==> src/hdl/cache_pkg.sv <==
package cache_pkg;

    // Processor side widths
    localparam int ADDR_W = 16;
    localparam int DATA_W = 16;

    // Address split: tag 15..11, index 10..3, word offset 2..1
    localparam int TAG_W          = 5;
    localparam int INDEX_W        = 8;
    localparam int NUM_LINES      = 256;
    localparam int WORDS_PER_LINE = 4;  // Also the bank count

    // Main memory timing
    localparam int MEM_LATENCY      = 2;  // Accepted read to rd_valid
    localparam int BANK_BUSY_CYCLES = 4;  // Bank blocked after any access
    localparam int MEM_WORDS        = 2 ** (ADDR_W - 1);  // 32K words
    localparam int BUSY_CNT_W       = $clog2(BANK_BUSY_CYCLES + 1);

    typedef logic [DATA_W-1:0]                 word_t;
    typedef logic [ADDR_W-1:0]                 addr_t;
    typedef logic [TAG_W-1:0]                  tag_t;
    typedef logic [INDEX_W-1:0]                index_t;
    typedef logic [$clog2(WORDS_PER_LINE)-1:0] offset_t;
    typedef logic [BUSY_CNT_W-1:0]             busy_cnt_t;

    // Controller states
    typedef enum logic [1:0] {
        IDLE,       // Lookup, hits finish here
        WRITEBACK,  // Dirty victim out to memory
        FILL,       // Line refill from memory
        FINISH      // Serve the held request from the new line
    } cache_state_e;

endpackage

==> src/hdl/cache_ctrl.sv <==
module cache_ctrl (
    input  logic                                    clk,
    input  logic                                    reset,
    // Processor request, held until done
    input  cache_pkg::addr_t                        addr,
    input  cache_pkg::word_t                        data_in,
    input  logic                                    rd,
    input  logic                                    wr,
    // Array lookup results
    input  cache_pkg::tag_t                         stored_tag,
    input  logic                                    line_valid,
    input  logic                                    line_dirty,
    input  cache_pkg::word_t                        read_word,
    // Memory status
    input  logic [cache_pkg::WORDS_PER_LINE-1:0]    busy,
    input  logic                                    rd_valid,
    input  cache_pkg::word_t                        rd_data,
    // Array controls
    output cache_pkg::index_t                       line_index,
    output cache_pkg::offset_t                      word_offset,
    output cache_pkg::tag_t                         write_tag,
    output cache_pkg::word_t                        write_word,
    output logic                                    word_wr,
    output logic                                    line_fill_start,
    output logic                                    set_dirty,
    // Memory requests
    output cache_pkg::addr_t                        mem_addr,
    output cache_pkg::word_t                        mem_wdata,
    output logic                                    mem_rd,
    output logic                                    mem_wr,
    // Processor status
    output logic                                    done,
    output logic                                    stall,
    output logic                                    cache_hit
);

    cache_pkg::cache_state_e state;
    cache_pkg::cache_state_e nxt_state;

    logic [2:0]         iss_cnt;     // Memory ops issued, bit 2 means all four out
    cache_pkg::offset_t ret_cnt;     // Fill words written back into the array
    cache_pkg::offset_t iss_bank;    // Bank of the next memory op
    cache_pkg::tag_t    req_tag;
    cache_pkg::offset_t req_offset;
    logic               req;
    logic               hit;
    logic               mem_accept;

    // Field split of the held address
    assign req_tag    = addr[15:11];
    assign line_index = addr[10:3];
    assign req_offset = addr[2:1];

    assign iss_bank  = iss_cnt[1:0];       // Word offset equals bank number
    assign req       = rd || wr;
    assign hit       = line_valid && (stored_tag == req_tag);  // Invalid line never hits
    assign write_tag = req_tag;             // Only a fill records a tag
    assign mem_wdata = read_word;           // Victim word at word_offset

    // Memory takes the op when the target bank is free
    assign mem_accept = (mem_rd || mem_wr) && !busy[iss_bank];

    always_comb begin
        nxt_state       = state;
        word_offset     = req_offset;
        write_word      = data_in;
        word_wr         = 1'b0;
        line_fill_start = 1'b0;
        set_dirty       = 1'b0;
        mem_addr        = {req_tag, line_index, iss_bank, 1'b0};  // Refill address
        mem_rd          = 1'b0;
        mem_wr          = 1'b0;
        done            = 1'b0;
        stall           = 1'b0;
        cache_hit       = 1'b0;

        case (state)
            cache_pkg::IDLE: begin
                if (req) begin
                    if (hit) begin
                        // Hit ends in this cycle
                        done      = 1'b1;
                        cache_hit = 1'b1;
                        word_wr   = wr;     // Write hit stores at the edge
                        set_dirty = wr;
                    end else begin
                        stall = 1'b1;
                        if (line_valid && line_dirty) begin
                            nxt_state = cache_pkg::WRITEBACK;
                        end else begin
                            nxt_state = cache_pkg::FILL;
                        end
                    end
                end
            end

            cache_pkg::WRITEBACK: begin
                stall       = 1'b1;
                word_offset = iss_bank;                                // Victim word out
                mem_addr    = {stored_tag, line_index, iss_bank, 1'b0};  // Victim address
                mem_wr      = 1'b1;
                if (mem_accept && (iss_bank == 2'd3)) begin
                    nxt_state = cache_pkg::FILL;  // Last victim word gone
                end
            end

            cache_pkg::FILL: begin
                stall           = 1'b1;
                mem_rd          = !iss_cnt[2];   // Keep issuing until four are out
                word_offset     = ret_cnt;        // Returns come back in issue order
                write_word      = rd_data;
                word_wr         = rd_valid;
                line_fill_start = rd_valid && (ret_cnt == 2'd0);  // Tag and valid with word 0
                if (rd_valid && (ret_cnt == 2'd3)) begin
                    nxt_state = cache_pkg::FINISH;
                end
            end

            cache_pkg::FINISH: begin
                // Line now present, serve as a hit without the hit flag
                done      = 1'b1;
                word_wr   = wr;
                set_dirty = wr;
                nxt_state = cache_pkg::IDLE;
            end

            default: begin
                nxt_state = cache_pkg::IDLE;
            end
        endcase
    end

    always_ff @(posedge clk) begin
        if (reset) begin
            state   <= cache_pkg::IDLE;
            iss_cnt <= '0;
            ret_cnt <= '0;
        end else begin
            state <= nxt_state;
            case (state)
                cache_pkg::WRITEBACK: begin
                    if (mem_accept) begin
                        // Wrap to zero so the refill starts at word 0
                        iss_cnt <= (iss_bank == 2'd3) ? 3'd0 : iss_cnt + 3'd1;
                    end
                end
                cache_pkg::FILL: begin
                    if (mem_accept) begin
                        iss_cnt <= iss_cnt + 3'd1;
                    end
                    if (rd_valid) begin
                        ret_cnt <= ret_cnt + 2'd1;  // Wraps to 0 after word 3
                    end
                end
                cache_pkg::FINISH: begin
                    iss_cnt <= '0;
                end
                default: begin
                    iss_cnt <= iss_cnt;  // Idle, counters already clear
                end
            endcase
        end
    end

endmodule

==> config.mk <==
export PLATFORM = sky130hd
export DESIGN_NAME = cache_ctrl
export DESIGN_NICKNAME = d
export VERILOG_FILES = /design/src/hdl/cache_pkg.sv /design/src/hdl/cache_ctrl.sv
export SDC_FILE = /design/constraint.sdc
export NUM_CORES = 1
export LEC_CHECK = 0
export ABC_AREA = 0
export BUFFER_PORTS_ARGS = -buffer_cell sky130_fd_sc_hd__buf_2
export CORE_UTILIZATION = 33
export DETAILED_ROUTE_END_ITERATION = 6
export GPL_TIMING_DRIVEN = 0
export PLACE_DENSITY = 0.82
export SYNTH_ARGS = -nofsm -noshare
export SYNTH_HDL_FRONTEND = slang
export SYNTH_SLANG_ARGS = --single-unit
==> constraint.sdc <==
create_clock -name clk -period 2.29 [get_ports clk]
set_input_delay 0 -clock clk [delete_from_list [all_inputs] [get_ports clk]]
set_output_delay 0 -clock clk [all_outputs]
set_load 0.02 [all_outputs]
# Word level (Yosys, flattened, before mapping)

Cells that the tools add are included.

Input port bits: 80
Output and inout bits: 71
Bits in registers: 7

Add/sub/neg operators: 2
Reduce and logical (&&, ||, !) cells: 17
$lt $le $gt $ge: 1
Multiplexer cells: 29
Equal/unequal tests: 12

Operators with widths:

| kind                  | number |
|---|---|
| $mux W16              | 2 |
| $ne A2 B2 Y1 const B  | 6 |
| $mux W1               | 11 |
| $mux W2               | 5 |
| $mux W3               | 3 |
| $pmux W3 S3           | 1 |
| $eq A2 B2 Y1 const B  | 4 |
| $pmux W2 S4           | 1 |
| $logic_and A1 B1 Y1   | 6 |
| $pmux W1 S2           | 3 |
| $eq A5 B5 Y1          | 1 |
| $logic_not A2 Y1      | 2 |
| $pmux W2 S2           | 1 |
| $reduce_and A4 Y1     | 1 |
| $add A3 B1 Y3 const B | 1 |
| $lt A2 B3 Y1 const B  | 1 |
| $pmux W1 S3           | 1 |
| $reduce_and A3 Y1     | 1 |
| $reduce_bool A3 Y1    | 1 |
| $add A2 B1 Y2 const B | 1 |
| $bmux W1 S2           | 1 |
| $eq A2 B1 Y1 const B  | 1 |
| $logic_not A1 Y1      | 2 |
| $logic_or A1 B1 Y1    | 2 |
| 2 further kinds       | 2 |

# Longest topological paths before layout

Depth in word-level cells: 7
Mapped depth: 8
Depth with buffers taken out: 7

# Worst setup path before layout

Ideal clock, no wire load.

Path kind: reg-to-reg
Start point: register state[0]
End point: register iss_cnt[0]
Buffers on the path: 1
Cell stages (with the launch flop): 9
Data required time: 2223 ps
Setup slack: 318 ps
Data arrival time: 1905 ps
Cell sequence: dfxtp_1 > inv_1 > ha_1 > clkbuf_1 > nor2b_1 > nor2_1 > o22a_1 > or3_1 > a21oi_2

Cells in the longest elaborated chain, start to end: 6

RTL lines:

| what                            | line              | source |
|---|---|---|
| start, declared                 | cache_ctrl.sv:37  | `cache_pkg::cache_state_e state;` |
| start signal, assigned          | cache_ctrl.sv:135 | `state <= cache_pkg::IDLE;` |
| start signal, assigned          | cache_ctrl.sv:139 | `state <= nxt_state;` |
| $eq A2 B2 Y1 (*)                | cache_ctrl.sv:77  | `case (state)` |
| $mux W1 (*)                     | cache_ctrl.sv:77  |  |
| via mem_rd                      | cache_ctrl.sv:29  | `output logic mem_rd,` |
| $logic_or A1 B1 Y1 (*)          | cache_ctrl.sv:61  | `assign mem_accept = (mem_rd \|\| mem_wr) && !busy[iss_bank];` |
| $logic_and A1 B1 Y1 (*)         | cache_ctrl.sv:61  |  |
| $ne A2 B2 Y1 (no line)          | n/a               |  |
| $reduce_and A3 Y1 (no line) (*) | n/a               |  |
| end signal, assigned            | cache_ctrl.sv:144 | `iss_cnt <= (iss_bank == 2'd3) ? 3'd0 : iss_cnt + 3'd1;` |
| end signal, assigned            | cache_ctrl.sv:149 | `iss_cnt <= iss_cnt + 3'd1;` |
| end signal, assigned            | cache_ctrl.sv:159 | `iss_cnt <= iss_cnt;` |
| end, declared                   | cache_ctrl.sv:40  | `logic [2:0] iss_cnt;` |

Mark *: on every way through the listed nets, which the timed path passes. The rest lies on a longest branch.
A chain may end at the register's enable or synchronous reset.

# Worst setup path after layout

Start point: register state[0]
End point: output write_word[8]

Cells in the longest elaborated chain, start to end: 2

RTL lines:

| what          | line             | source |
|---|---|---|
| $eq A2 B2 Y1  | cache_ctrl.sv:77 |  |
| $mux W16      | cache_ctrl.sv:77 |  |
| end, declared | cache_ctrl.sv:22 | `output cache_pkg::word_t write_word,` |

Every way passes these cells.

==> metrics.txt <==
#FFs+latches synth 7; Setup Skew 0.00785 ns; number of max-cap violations 0; EDFF count, synth 0; area leader, netlist buf_4; Die ar. 3870 um2; most frequent cells in the layout buf_2 (124), buf_4 (40), mux2_2 (21), nor2_1 (13); first-pass GRT wire length 5.18 mm; Final period util 90.2%; hold path depth 3; Critical Path AT 2.07 ns; vias in the first global route 1253; hold_buf cts 0; Max clock buf depth 2; syn avg cell area 8.03 um2; status finished, final reports clean; YS warnings 0; die width 62.2 um; Crit Path Category register to output pin; Rows 21; Ports 151; Total Power 1.64 mW; nets@finish 365; Cell variety after synth 32; Post-DRT Antenna Nets 0; placed cell areas 1870 um2; worst skew pair latency 0.25 ns; worst ir drop on vdd 337 uV; Clock power frac 7.1%; sequential area share after synthesis 11.7%; highest routed layer met4; most common library cell in the layout ignoring fill and taps buf_2; Critical Path RT 2.29 ns; DRC 0; DP Worst Slack 0.382 ns; largest fanout on the critical path 10; DR pass1 iterations 4; Synth Instances 149; GPL Wtd Cong 0.823; Final Cell Area 1900 um2; Starting Density 35.0%; fmax 484 MHz; Reg power frac 11.8%; dominant cells by area after synthesis buf_4 (25%), mux2_2 (20%), dfxtp_1 (12%); H-tree level count 1; Final min period 2.07 ns; DRT iter0 DRCs 38; Final Hold Viols 0; # diodes 0; fraction of registers with async set/reset 0%; gr usage total 16.0%; Static Leak 1.05 nW; clock slew at reported path FFs 0.06 ns; Die Y 62.2 um; nature of the critical path startpoint register; area delta synth->final 58.6%; Int Power 793 uW; Worst R2R Path Depth 8; vias per inst 4.36; WL final 3.29 mm; via count 1405; worst setup margin 0.224 ns; Layout fillers 357; clk sinks 7; switching share of power 51.5%; remaining global-route overflow 0; met2 routed WL 1.78 mm; final setup vio count 0; CTS tree done; total CTS buffers 3; metal3 WL 256 um; core area 3420 um2; Max Transition Viols Final 0; Port Buf Inserts 123; worst min path class primary input to register; Main synth FF type dfxtp_1; pwr dens 863 nW/um2; initial antenna violation count 0; largest net degree at the start of global routing 11; endpoint class of the critical path output pin; DP HPWL 2.88 mm; routed length per instance 10.2 um; Root Driver clkbuf_4; share of layout cells above drive strength 1 69.2%; DRT met1 WL 1.24 mm; Comb pwr share 81.1%; Synth Cell Area 1200 um2; syn_nets 237; Setup Fix Bufs, Post-CTS 0; Synth top area share 25.1%; Switch Pwr 843 uW
-- critical path, cell delays in order, from the launching register on --
cell      delay, ns
dfxtp_1        0.33
inv_1          0.10
ha_1           0.15
clkbuf_1       0.26
clkbuf_1       0.42
mux2_2         0.39
buf_2          0.16
-- registers in the layout (all words and copies together) (netlist names) --
| signal | count |
|---|---|
| state | 2 |
| ret_cnt | 2 |
| iss_cnt | 3 |
-- path summary, 6_finish.rpt --
check / to / slack [ns] / startpoint
worst max-delay path: write_word[8] / 0.22 / state[0]
worst min-delay path: ret_cnt[1] / 0.05 / rd_valid
worst max register to register: iss_cnt[0] / 0.36 / state[0]
worst min register to register: ret_cnt[1] / 0.50 / ret_cnt[1]
-- logic make-up after synthesis --
kind of cell | Yosys count | synth area share, %
AOI/OAI and AO/OA | 19 | 10.7
DFF | 7 | 11.7
other | 1 | 0.314
and+or+nand+nor | 29 | 10.8
adders and majority gates | 8 | 8.37
buffers and inverters | 54 | 29.6
xor gates and xnor gates | 6 | 4.39
muxes | 25 | 24.2
-- layer usage --
layer / GRT usage (%) / vias to the layer above
met5: 0 / -
met4: 0.872 / 0
met2: 31.3 / 66
met1: 17.5 / 618
met3: 4.60 / 2
li1: - / 719
-- layout make-up --
| cell class | instances | area (um2) | share of cell area (%) |
|---|---|---|---|
| Multi-Input combinational cell | 88 | 702 | 37.0 |
| Buffer | 46 | 325 | 17.2 |
| Clock buffer | 4 | 26.3 | 1.39 |
| Inverter | 8 | 30.0 | 1.58 |
| Tap cell | 46 | 57.6 | 3.03 |
| Timing Repair Buffer | 123 | 616 | 32.5 |
| Sequential cell | 7 | 140 | 7.39 |
-- per-stage QoR --
stage / setup TNS [ns] / utilization, % / instances / hold slack (ns)
after global routing: -0.00965 / 55.5 / 322 / 0.0340
after CTS: 0 / 55.5 / 322 / 0.0413
after floorplan: 0 / - / 149 / 0.113
final: 0 / 55.5 / 322 / 0.0464
after global placement: 0 / 54.7 / 318 / 0.217
after detailed placement: 0 / 54.7 / 318 / 0.218
-- synth_stat cells (all sizes together) (3+ instances only) --
master and count:
buf 42, mux2 21, nor2 13, ha 8
inv 8, a21oi 7, dfxtp 7, nand2 6
xnor2 6, clkbuf 4, a22oi 3, mux2i 3
nand3 3, o21ai 3
-- power groups by stage --
stage	sequential (mW)	clock [mW]	combinational, mW
floorplan	0.188	0	0.983
global placement	0.196	0	1.33
detailed placement	0.196	0	1.33
CTS	0.194	0.120	1.34
global route	0.201	0.129	1.45
finish	0.193	0.116	1.33
-- what timing repair did --
item                                    in CTS  in global routing
hold endpoints to repair                     0                  0
resized for setup                            0                  2
endpoints found under the setup margin       0                  8
No activity file was read; power rests on OpenSTA's default activity.
